### config.mk
export PLATFORM = sky130hd
export DESIGN_NAME = glb_io_addr_gen
export DESIGN_NICKNAME = d
export VERILOG_FILES = /design/src/glb_io_pkg.sv /design/src/stream_if.sv /design/src/glb_io_addr_gen.sv /design/src/read_return.sv /design/src/bank_access.sv /design/src/stream_sequencer.sv
export SDC_FILE = /design/constraint.sdc
export NUM_CORES = 1
export LEC_CHECK = 0
export CAP_MARGIN = 10
export CORE_ASPECT_RATIO = 0.6
export CORE_MARGIN = 2
export CORE_UTILIZATION = 63
export CTS_CLUSTER_DIAMETER = 60
export DETAILED_ROUTE_END_ITERATION = 6
export DONT_BUFFER_PORTS = 1
export GPL_TIMING_DRIVEN = 0
export PLACE_DENSITY = 0.88
export SLEW_MARGIN = 40
export SYNTH_ARGS = -nofsm -noshare
export SYNTH_HDL_FRONTEND = slang
export SYNTH_SLANG_ARGS = --single-unit
### constraint.sdc
create_clock -name clk -period 10.35 [get_ports clk]
set_clock_uncertainty 0.15 [all_clocks]
set_input_delay 2.07 -clock clk [delete_from_list [all_inputs] [get_ports clk]]
set_output_delay 2.07 -clock clk [all_outputs]
set_load 0.02 [all_outputs]
### src/glb_io_pkg.sv
// Global buffer I/O definitions
`default_nettype none

package glb_io_pkg;

    // Address and data widths
    localparam int GLB_ADDR_WIDTH  = 16;
    localparam int CGRA_DATA_WIDTH = 16;
    localparam int BANK_DATA_WIDTH = 64;

    // Fabric words packed into one bank word
    localparam int LANES          = 4;
    localparam int LANE_SEL_WIDTH = 2;

    // Byte step between consecutive fabric words
    localparam int CGRA_DATA_BYTES = 2;

    // Byte offset bits forced to zero on bank addresses
    localparam int BANK_ADDR_OFFSET = 3;

    localparam int DONE_DELAY_WIDTH = 8;

    // Cycles from bank read enable to bank data
    localparam int BANK_READ_LATENCY = 2;

    typedef logic [GLB_ADDR_WIDTH-1:0]   glb_addr_t;
    typedef logic [CGRA_DATA_WIDTH-1:0]  cgra_data_t;
    typedef logic [BANK_DATA_WIDTH-1:0]  bank_data_t;
    typedef logic [LANE_SEL_WIDTH-1:0]   lane_sel_t;
    typedef logic [DONE_DELAY_WIDTH-1:0] done_delay_t;

    // Stream direction selected by configuration
    typedef enum logic [1:0] {
        IDLE      = 2'd0,
        INSTREAM  = 2'd1,
        OUTSTREAM = 2'd2
    } stream_mode_t;

endpackage

`default_nettype wire
### src/stream_if.sv
// Per-word step channel
`default_nettype none
`timescale 1ns/10ps

interface stream_if;

    // One pulse per accepted word
    logic                  step;

    // High while streaming toward the bank
    logic                  write;

    // Qualifiers valid together with step
    logic                  first;
    logic                  last;

    // Byte address of the word in this step
    glb_io_pkg::glb_addr_t addr;

    modport seq (
        output step,
        output write,
        output first,
        output last,
        output addr
    );

    modport bank (
        input  step,
        input  write,
        input  first,
        input  last,
        input  addr
    );

endinterface

`default_nettype wire

### src/glb_io_addr_gen.sv
// Global buffer I/O address generator
`default_nettype none
`timescale 1ns/10ps

module glb_io_addr_gen (
    input  logic                     clk,
    input  logic                     reset,

    // Configuration and control
    input  glb_io_pkg::stream_mode_t mode,
    input  logic                     cgra_start_pulse,
    input  glb_io_pkg::glb_addr_t    start_addr,
    input  glb_io_pkg::glb_addr_t    num_words,
    input  glb_io_pkg::done_delay_t  done_delay,
    output logic                     cgra_done_pulse,

    // Fabric side
    input  logic                     cgra_wr_en,
    input  glb_io_pkg::cgra_data_t   cgra_wr_data,
    output glb_io_pkg::cgra_data_t   cgra_rd_data,
    output logic                     cgra_rd_data_valid,

    // Bank side
    output logic                     bank_rd_en,
    output logic                     bank_wr_en,
    output glb_io_pkg::bank_data_t   bank_wr_data,
    output glb_io_pkg::bank_data_t   bank_bit_sel,
    output glb_io_pkg::glb_addr_t    bank_addr,
    input  glb_io_pkg::bank_data_t   bank_rd_data,
    input  logic                     bank_rd_data_valid
);

    logic                  word_issue;
    glb_io_pkg::lane_sel_t word_lane;

    stream_if strm ();

    stream_sequencer stream_sequencer_i (
        .clk              (clk),
        .reset            (reset),
        .mode             (mode),
        .cgra_start_pulse (cgra_start_pulse),
        .start_addr       (start_addr),
        .num_words        (num_words),
        .done_delay       (done_delay),
        .cgra_wr_en       (cgra_wr_en),
        .cgra_done_pulse  (cgra_done_pulse),
        .strm             (strm.seq)
    );

    bank_access bank_access_i (
        .clk          (clk),
        .reset        (reset),
        .strm         (strm.bank),
        .cgra_wr_data (cgra_wr_data),
        .bank_rd_en   (bank_rd_en),
        .bank_wr_en   (bank_wr_en),
        .bank_wr_data (bank_wr_data),
        .bank_bit_sel (bank_bit_sel),
        .bank_addr    (bank_addr),
        .word_issue   (word_issue),
        .word_lane    (word_lane)
    );

    read_return read_return_i (
        .clk                (clk),
        .reset              (reset),
        .word_issue         (word_issue),
        .word_lane          (word_lane),
        .bank_rd_data       (bank_rd_data),
        .bank_rd_data_valid (bank_rd_data_valid),
        .cgra_rd_data       (cgra_rd_data),
        .cgra_rd_data_valid (cgra_rd_data_valid)
    );

endmodule

`default_nettype wire

### src/read_return.sv
// Bank read data return
`default_nettype none
`timescale 1ns/10ps

module read_return (
    input  logic                   clk,
    input  logic                   reset,
    input  logic                   word_issue,
    input  glb_io_pkg::lane_sel_t  word_lane,
    input  glb_io_pkg::bank_data_t bank_rd_data,
    input  logic                   bank_rd_data_valid,
    output glb_io_pkg::cgra_data_t cgra_rd_data,
    output logic                   cgra_rd_data_valid
);

    localparam int LAT = glb_io_pkg::BANK_READ_LATENCY;

    logic [LAT-1:0]         issue_pipe;
    glb_io_pkg::lane_sel_t  lane_pipe [LAT];
    glb_io_pkg::bank_data_t held_word;
    glb_io_pkg::bank_data_t cur_word;
    glb_io_pkg::lane_sel_t  lane_d;
    logic                   issue_d;
    logic                   take_word;

    // Match the bank latency so each word meets its data
    always_ff @(posedge clk or posedge reset) begin
        if (reset) begin
            issue_pipe <= '0;
        end else begin
            issue_pipe[0] <= word_issue;
            for (int i = 1; i < LAT; i++) begin
                issue_pipe[i] <= issue_pipe[i-1];
            end
        end
    end

    always_ff @(posedge clk) begin
        lane_pipe[0] <= word_lane;
        for (int i = 1; i < LAT; i++) begin
            lane_pipe[i] <= lane_pipe[i-1];
        end
    end

    assign issue_d = issue_pipe[LAT-1];
    assign lane_d  = lane_pipe[LAT-1];

    // Fresh bank data arrives only for words that issued a read
    assign take_word = issue_d && bank_rd_data_valid;

    always_ff @(posedge clk) begin
        if (take_word) begin
            held_word <= bank_rd_data;
        end
    end

    // Later lanes of the same bank word come from the held copy
    assign cur_word = take_word ? bank_rd_data : held_word;

    assign cgra_rd_data       = cur_word[lane_d*glb_io_pkg::CGRA_DATA_WIDTH +:
                                         glb_io_pkg::CGRA_DATA_WIDTH];
    assign cgra_rd_data_valid = issue_d;

endmodule

`default_nettype wire

### src/bank_access.sv
// Bank read and write issue
`default_nettype none
`timescale 1ns/10ps

module bank_access (
    input  logic                   clk,
    input  logic                   reset,
    stream_if.bank                 strm,
    input  glb_io_pkg::cgra_data_t cgra_wr_data,
    output logic                   bank_rd_en,
    output logic                   bank_wr_en,
    output glb_io_pkg::bank_data_t bank_wr_data,
    output glb_io_pkg::bank_data_t bank_bit_sel,
    output glb_io_pkg::glb_addr_t  bank_addr,
    output logic                   word_issue,
    output glb_io_pkg::lane_sel_t  word_lane
);

    glb_io_pkg::lane_sel_t  lane;
    glb_io_pkg::glb_addr_t  aligned_addr;
    glb_io_pkg::bank_data_t pack_data;
    glb_io_pkg::bank_data_t pack_sel;
    glb_io_pkg::bank_data_t merged_data;
    glb_io_pkg::bank_data_t merged_sel;
    logic                   wr_step;
    logic                   need_read;
    logic                   flush;

    // Lane index sits just above the byte-within-word bit
    assign lane = strm.addr[glb_io_pkg::BANK_ADDR_OFFSET-1 -: glb_io_pkg::LANE_SEL_WIDTH];

    assign aligned_addr = {strm.addr[glb_io_pkg::GLB_ADDR_WIDTH-1:glb_io_pkg::BANK_ADDR_OFFSET],
                           {glb_io_pkg::BANK_ADDR_OFFSET{1'b0}}};

    assign wr_step = strm.step && strm.write;

    // New bank word needed at run start or on a lane 0 crossing
    assign need_read = strm.step && !strm.write && (strm.first || (lane == '0));

    // Write out at the top lane or at the end of the run
    assign flush = wr_step &&
                   (strm.last || (lane == glb_io_pkg::lane_sel_t'(glb_io_pkg::LANES - 1)));

    // Merge this word into the pending bank word
    always_comb begin
        if (strm.first) begin
            merged_data = '0;
            merged_sel  = '0;
        end else begin
            merged_data = pack_data;
            merged_sel  = pack_sel;
        end
        merged_data[lane*glb_io_pkg::CGRA_DATA_WIDTH +: glb_io_pkg::CGRA_DATA_WIDTH] =
            cgra_wr_data;
        merged_sel[lane*glb_io_pkg::CGRA_DATA_WIDTH +: glb_io_pkg::CGRA_DATA_WIDTH] =
            {glb_io_pkg::CGRA_DATA_WIDTH{1'b1}};
    end

    always_ff @(posedge clk or posedge reset) begin
        if (reset) begin
            bank_rd_en <= 1'b0;
            bank_wr_en <= 1'b0;
            word_issue <= 1'b0;
            pack_sel   <= '0;
        end else begin
            bank_rd_en <= need_read;
            bank_wr_en <= flush;
            word_issue <= strm.step && !strm.write;
            if (wr_step) begin
                pack_sel <= flush ? '0 : merged_sel;
            end
        end
    end

    always_ff @(posedge clk) begin
        if (strm.step) begin
            word_lane <= lane;
        end
        if (need_read || flush) begin
            bank_addr <= aligned_addr;
        end
        if (wr_step) begin
            pack_data <= flush ? '0 : merged_data;
        end
        if (flush) begin
            bank_wr_data <= merged_data;
            bank_bit_sel <= merged_sel;
        end
    end

endmodule

`default_nettype wire

### src/stream_sequencer.sv
// Stream word sequencer
`default_nettype none
`timescale 1ns/10ps

module stream_sequencer (
    input  logic                     clk,
    input  logic                     reset,
    input  glb_io_pkg::stream_mode_t mode,
    input  logic                     cgra_start_pulse,
    input  glb_io_pkg::glb_addr_t    start_addr,
    input  glb_io_pkg::glb_addr_t    num_words,
    input  glb_io_pkg::done_delay_t  done_delay,
    input  logic                     cgra_wr_en,
    output logic                     cgra_done_pulse,
    stream_if.seq                    strm
);

    typedef enum logic [1:0] {
        IDLE,
        RUN,
        DONE
    } seq_state_t;

    seq_state_t              state;
    glb_io_pkg::glb_addr_t   words_left;
    glb_io_pkg::glb_addr_t   word_addr;
    glb_io_pkg::done_delay_t done_cnt;
    logic                    first_pend;

    logic                    in_mode;
    logic                    out_mode;
    logic                    stream_mode;
    logic                    step;

    assign in_mode     = (mode == glb_io_pkg::INSTREAM);
    assign out_mode    = (mode == glb_io_pkg::OUTSTREAM);
    assign stream_mode = in_mode || out_mode;

    // INSTREAM advances every cycle, OUTSTREAM only on fabric writes
    assign step = (state == RUN) && (in_mode || (out_mode && cgra_wr_en));

    assign strm.step  = step;
    assign strm.write = out_mode;
    assign strm.first = first_pend;
    assign strm.last  = (words_left == glb_io_pkg::glb_addr_t'(1));
    assign strm.addr  = word_addr;

    // Done pulse lands on the cycle the delay count runs out
    assign cgra_done_pulse = (state == DONE) && (done_cnt == '0);

    always_ff @(posedge clk or posedge reset) begin
        if (reset) begin
            state      <= IDLE;
            words_left <= '0;
            word_addr  <= '0;
            done_cnt   <= '0;
            first_pend <= 1'b0;
        end else if (!stream_mode) begin
            state      <= IDLE;
            first_pend <= 1'b0;
        end else if (cgra_start_pulse) begin
            // Load a new run, restarting any run in progress
            word_addr  <= start_addr;
            words_left <= num_words;
            done_cnt   <= done_delay;
            first_pend <= 1'b1;
            if (num_words == '0) begin
                state <= DONE;
            end else begin
                state <= RUN;
            end
        end else begin
            case (state)
                RUN: begin
                    if (step) begin
                        word_addr  <= word_addr +
                                      glb_io_pkg::glb_addr_t'(glb_io_pkg::CGRA_DATA_BYTES);
                        words_left <= words_left - 1'b1;
                        first_pend <= 1'b0;
                        if (strm.last) begin
                            state <= DONE;
                        end
                    end
                end
                DONE: begin
                    // Count down the programmed delay before the pulse
                    if (done_cnt == '0) begin
                        state <= IDLE;
                    end else begin
                        done_cnt <= done_cnt - 1'b1;
                    end
                end
                default: begin
                    state <= IDLE;
                end
            endcase
        end
    end

endmodule

`default_nettype wire

* Yosys cells after proc, flatten, opt, wreduce, memory -nomap -nowiden
Memory sizes are Yosys's and may differ from the RTL's. Cells that the tools add are included.
Cells by class: $add $sub $neg 4, equality and inequality tests 12, shift-type cells 4, multiplexer cells 26, reductions and logical operators 24
Operators with widths (count):
- $mux 64 | 4
- $bwmux 64 | 2
- $mux 16 | 6
- $shift 16x34->64 const A | 1
- $shiftx 16x34->64 | 1
- $shiftx 16x34->64 const A | 1
- $shiftx 64x7->16 | 1
- $neg 6->34 | 1
- $mux 8 | 3
- $add 16x2->16 const B | 1
- $eq 16x1->1 const B | 1
- $logic_not 16->1 | 1
- $sub 16x1->16 const B | 1
- $mux 2 | 6
- $reduce_and 3->1 | 3
- $logic_and 1x1->1 | 8
- $logic_not 8->1 | 1
- $ne 4x3->1 const B | 2
- $sub 8x1->8 const B | 1
- $eq 2x2->1 const B | 3
- $reduce_bool 2->1 | 3
- $logic_or 1x1->1 | 5
- $eq 2x1->1 const B | 2
- $mux 1 | 4
- 8 further kinds | 8
Storage, ports and cells: flip-flop bits (word level) 383, memory bits (writable) 4, bits of input ports 127, output and inout port bits 164, logic and storage cells 87, memories kept 1
Memories:
- read_return_i.lane_pipe | words 2, width 2, read ports 2, clocked after Yosys merged registers in 0, wr ports 2, RTL line read_return.sv:19 | glb_io_pkg::lane_sel_t lane_pipe [LAT];

* Longest topological paths before layout
word-level depth 8, depth in mapped cells 10, mapped depth without buffers 8

* By module
Synthesis repeated with hierarchy kept, for this count alone.
Second synthesis, totals: cells, all modules 1216, area, all modules 16196.8 um^2
Modules (own cells, without submodules):
- bank_access | times used 1, cells each 719, area an instance 10418.7 um^2, sequential area each 7892.6 um^2
- stream_sequencer | times used 1, cells each 335, area an instance 2960.3 um^2, sequential area each 1076.0 um^2
- read_return | times used 1, cells each 162, area an instance 2817.7 um^2, sequential area each 1411.4 um^2

* Least setup slack after synthesis
OpenSTA, ideal clock, no wires.
kind input port to flip-flop, from in mode[0], to reg bank_access_i.bank_addr[10] (enable), setup time 0.360 ns, data arrival time 8.857 ns, data required time 9.840 ns, slack 0.983 ns, stages on the path 7, buffers on the path 1, path through inv_1 > ha_1 > o21ai_0 > or2_1 > clkbuf_1 > nor2_1 > or2_1
Between the ends: cells in the longest elaborated chain, start to end 7, elaborated cells between the ends (all ways) 11, those cells by class eq/ne (2); reduce/logical (9)
Ends and longest elaborated chain:
- from (decl) | RTL line glb_io_addr_gen.sv:10 | input glb_io_pkg::stream_mode_t mode,
- $eq 2x2->1 | RTL line stream_sequencer.sv:36 | assign out_mode = (mode == glb_io_pkg::OUTSTREAM);
- $logic_and 1x1->1 | RTL line stream_sequencer.sv:40 | assign step = (state == RUN) && (in_mode || (out_mode && cgra_wr_en));
- $logic_or 1x1->1 | RTL line stream_sequencer.sv:40
- $logic_and 1x1->1 | RTL line stream_sequencer.sv:40
- $logic_and 1x1->1 (*) | RTL line bank_access.sv:35 | assign wr_step = strm.step && strm.write;
- $logic_and 1x1->1 (*) | RTL line bank_access.sv:41 | assign flush = wr_step &&
- net bank_access_i.flush | RTL line bank_access.sv:27 | logic flush;
- $logic_or 1x1->1 (*) | RTL line bank_access.sv:79 | if (need_read || flush) begin
- to (signal assigned) | RTL line bank_access.sv:80 | bank_addr <= aligned_addr;
- to (decl) | RTL line bank_access.sv:14 | output glb_io_pkg::glb_addr_t bank_addr,
Mark *: on every way through the listed nets, which the timed path passes. The rest lies on a longest branch. A chain may end at the register's enable or synchronous reset.

* Worst setup path in the final report
from in bank_rd_data_valid, to out cgra_rd_data[9]
Between the ends: cells in the longest elaborated chain, start to end 3
Ends and longest elaborated chain:
- from (decl) | RTL line glb_io_addr_gen.sv:30 | input logic bank_rd_data_valid
- $logic_and 1x1->1 | RTL line read_return.sv:49 | assign take_word = issue_d && bank_rd_data_valid;
- $mux 64 | RTL line read_return.sv:58 | assign cur_word = take_word ? bank_rd_data : held_word;
- net read_return_i.cur_word[9] | RTL line read_return.sv:21 | glb_io_pkg::bank_data_t cur_word;
- $shiftx 64x7->16 | RTL line read_return.sv:60 | assign cgra_rd_data = cur_word[lane_d*glb_io_pkg::CGRA_DATA_WIDTH +:
- to (decl) | RTL line glb_io_addr_gen.sv:20 | output glb_io_pkg::cgra_data_t cgra_rd_data,
The timed path passes the listed nets, and every way through them passes these cells.

==> results_dict.tcl <==
set metrics [dict create \
    status "complete, no violations" \
    cts_num_sinks 386 \
    synthCells 1190 \
    nets 1374 \
    placed_cells 1522 \
    place_congestion 0.946 \
    die_x_um 207 \
    area_growth_pct 11.7 \
    synth_area_mm2 0.0156 \
    r2r-start "stream_sequencer_i.words_left[8]" \
    antenna_found_initial 2 \
    first_iter_violations 1454 \
    grt_max_degree 79 \
    cts_tree "built" \
    num_vias 10400 \
    synth_compound_area_share_pct 15.1 \
    worstSkewPairLatency_ns 0.52 \
    io_pins 291 \
    synth_top_family_by_area "compound AO/OA/AOI/OAI gates" \
    cp-end-kind "output pin" \
    fin_crit_sh_pct 59.7 \
    final_core_util_pct 71.9 \
    setup.worst_path.end "cgra_rd_data[9]" \
    ys_warn_count 0 \
    grt_pass1_wl_um 60800 \
    worstPathMaxFanout 10 \
    hpwl_um 27900 \
    critPathKind "in2out" \
    fmax_ghz 0.162 \
    cts_setup_buffers 0 \
    clk_path_buf_depth 3 \
    die_area_mm2 0.0261 \
    worst-r2r-setup-slack_ns 6.40 \
    cts_root_buf "clkbuf_16" \
    ctsResizeCount 0 \
    cts_buffers 35 \
    critical_path.startpoint "bank_rd_data_valid" \
    r2r-end "bank_access_i.bank_addr[11]" \
    synthXorXnorAreaFrac_pct 0 \
    ys_seq_area_share_pct 66.4 \
    drive_above_1_share_pct 13.6 \
    max-slew-margin-rel_pct 44.4 \
    first_global_vias 10100 \
    die_h_um 126 \
    synth.area.mux_share_pct 7.25 \
    grtUsageTotal_pct 30.5 \
    worst_pin_slew_ns 0.832 \
    power_density_mw_per_mm2 243 \
    rsz0062_at_grt "no" \
    synth_fa_ha_area_share_pct 0.802 \
    stdcell_count 1585 \
    drv_slew 0 \
    avgViaCountPerCell 6.58 \
    clk_pin_slew_ns 0.06 \
    crit_arrival_ns 3.96 \
    finalSetupViolations 0 \
    setup_tns_ns 0 \
    wire_per_inst_um 25.1 \
    start_kind "primary input" \
    p_total_mw 4.24 \
    avgSynthCellArea_um2 13.1 \
    grt_overflow 0 \
    yosys.area_share.simple_pct 6.71 \
    cellLeakagePower_nw 6.82 \
    ys.flop_type "edfxtp_1" \
    worstHoldPathType "reg2reg" \
    ff2ff_path_depth 8 \
    synth_edf_count 207 \
    ctsHtreeMaxLevel 2 \
    maxCapViolations 0 \
    num_rows 44 \
    peakVddDrop_mv 0.153 \
    ys_ff_latch 386 \
    whs_path_depth 0 \
    hold_viol 0 \
    wl_um 39800 \
    initial_core_util_pct 64.4 \
    portBuffers 0 \
    drtAntennaViolNets 0 \
    drc 0 \
    fin_crit_ns 6.18 \
    drt_pass1_iterations 5 \
    ys_async_sr_fraction_pct 28.8 \
    hold_buffers 0 \
    worst_ep_required_time_ns 8.13 \
    synth.distinct_cells 63 \
    core_area_mm2 0.0242 \
]
worst min-delay path by stage:
stage / startpoint / end / slack [ns]
5_1_grt: read_return_i.lane_pipe[0][0] / read_return_i.lane_pipe[0][2] / 0.20
3_5_place_dp: read_return_i.lane_pipe[0][0] / read_return_i.lane_pipe[0][2] / 0.16
2_1_floorplan: read_return_i.lane_pipe[0][0] / read_return_i.lane_pipe[0][2] / 0.16
3_3_place_gp: read_return_i.lane_pipe[0][0] / read_return_i.lane_pipe[0][2] / 0.16
6_report: read_return_i.lane_pipe[0][0] / read_return_i.lane_pipe[0][2] / 0.18
4_1_cts: read_return_i.lane_pipe[0][0] / read_return_i.lane_pipe[0][2] / 0.18
cell type report:
type                       instances  area (µm²)
antenna                            1        2.50
buffer                            84         334
clock buffer                      48        1040
clock inverter                    14         131
fill                            1457        6800
inverter                          67         264
multi-input combinational        655        4690
sequential                       386       10400
tap                              322         403
timing repair buffer               8         208
layer usage:
metal  global-route usage, %  up-vias  part of all wire, %
met1                    44.4     5151                   42
met5                       0        -                0.033
met4                    8.95        2                  2.9
met2                    44.8      670                   44
li1                        -     4508                    -
met3                    9.18       91                   11
layout by cell type, fill, tap and decap left out, drive strengths merged, types with 4 or more instances in the layout:
master  count
a211oi      4
a21o       16
a21oi      73
a22o       67
a22oi      14
a31oi       4
buf        22
clkbuf    118
clkinv     10
dfrtp     111
dfxtp      68
edfxtp    207
ha         10
inv        68
mux2       64
mux2i       5
mux4       16
nand2      69
nand3      15
nor2       44
nor2b      19
nor3       11
nor4       14
o211ai      5
o21a       64
o21ai      79
o22ai       4
or3         4
or4         7
or4b        4
flip-flops by register name, summed over array words and instances (netlist names):
name                           flops
bank_access_i.word_issue           1
bank_access_i.bank_bit_sel        64
bank_access_i.bank_addr           13
bank_access_i.bank_rd_en           1
read_return_i.held_word           64
bank_access_i.pack_data           64
stream_sequencer_i.done_cnt        8
bank_access_i.bank_wr_en           1
read_return_i.lane_pipe            4
stream_sequencer_i.state           2
stream_sequencer_i.words_left     16
stream_sequencer_i.strm.first      1
bank_access_i.word_lane            2
stream_sequencer_i.strm.addr      15
bank_access_i.bank_wr_data        64
read_return_i.issue_pipe           2
bank_access_i.pack_sel            64
cells in the mapped netlist, types with 5 or more instances:
cell type / n / area, µm²
edfxtp_1: 207 / 6220
dfrtp_1: 111 / 2780
o21ai_1: 75 / 375
a21oi_1: 72 / 360
clkbuf_1: 69 / 259
dfxtp_1: 68 / 1360
nand2_1: 68 / 255
a22o_1: 67 / 587
mux2_2: 64 / 721
o21a_1: 64 / 480
inv_1: 61 / 229
nor2_1: 44 / 165
nor2b_1: 19 / 119
a21o_1: 16 / 120
mux4_2: 16 / 360
nand3_1: 15 / 75.1
a22oi_1: 14 / 105
nor4_1: 14 / 87.6
ha_1: 10 / 125
nor3_1: 10 / 50.1
buf_1: 7 / 26.3
or4_1: 6 / 45.0
buf_2: 5 / 25.0
inv_2: 5 / 18.8
mux2i_1: 5 / 50.1
o211ai_1: 5 / 37.5
cells by family after synthesis:
group	after synthesis
muxes	85
and+or+nand+nor	207
AOI/OAI and AO/OA	350
DFF	386
buffers and inverters	151
other	1
adders and majority gates	10
worst max-delay path, cell delays in order:
cell and delay [ns]:
nand2_1 0.28, clkbuf_1 0.59, mux2_2 0.42, mux4_2 0.59
power by group:
group | internal (mW) | leakage [nW] | total, mW | switching [mW]
Clock | 0.756 | 0.584 | 1.32 | 0.561
Combinational | 0.338 | 2.35 | 0.867 | 0.529
Sequential | 1.91 | 3.89 | 2.06 | 0.141
stage by stage:
step	area, µm²	worst slack [ns]	hold slack, ns
after floorplan	15600	0.983	0.160
after detailed placement	16200	4.19	0.162
after global routing	17400	4.07	0.196
after global placement	16000	-1.54	0.162
final	17400	4.17	0.178
after CTS	17400	4.19	0.178
Power figures use the tool's default switching activity.
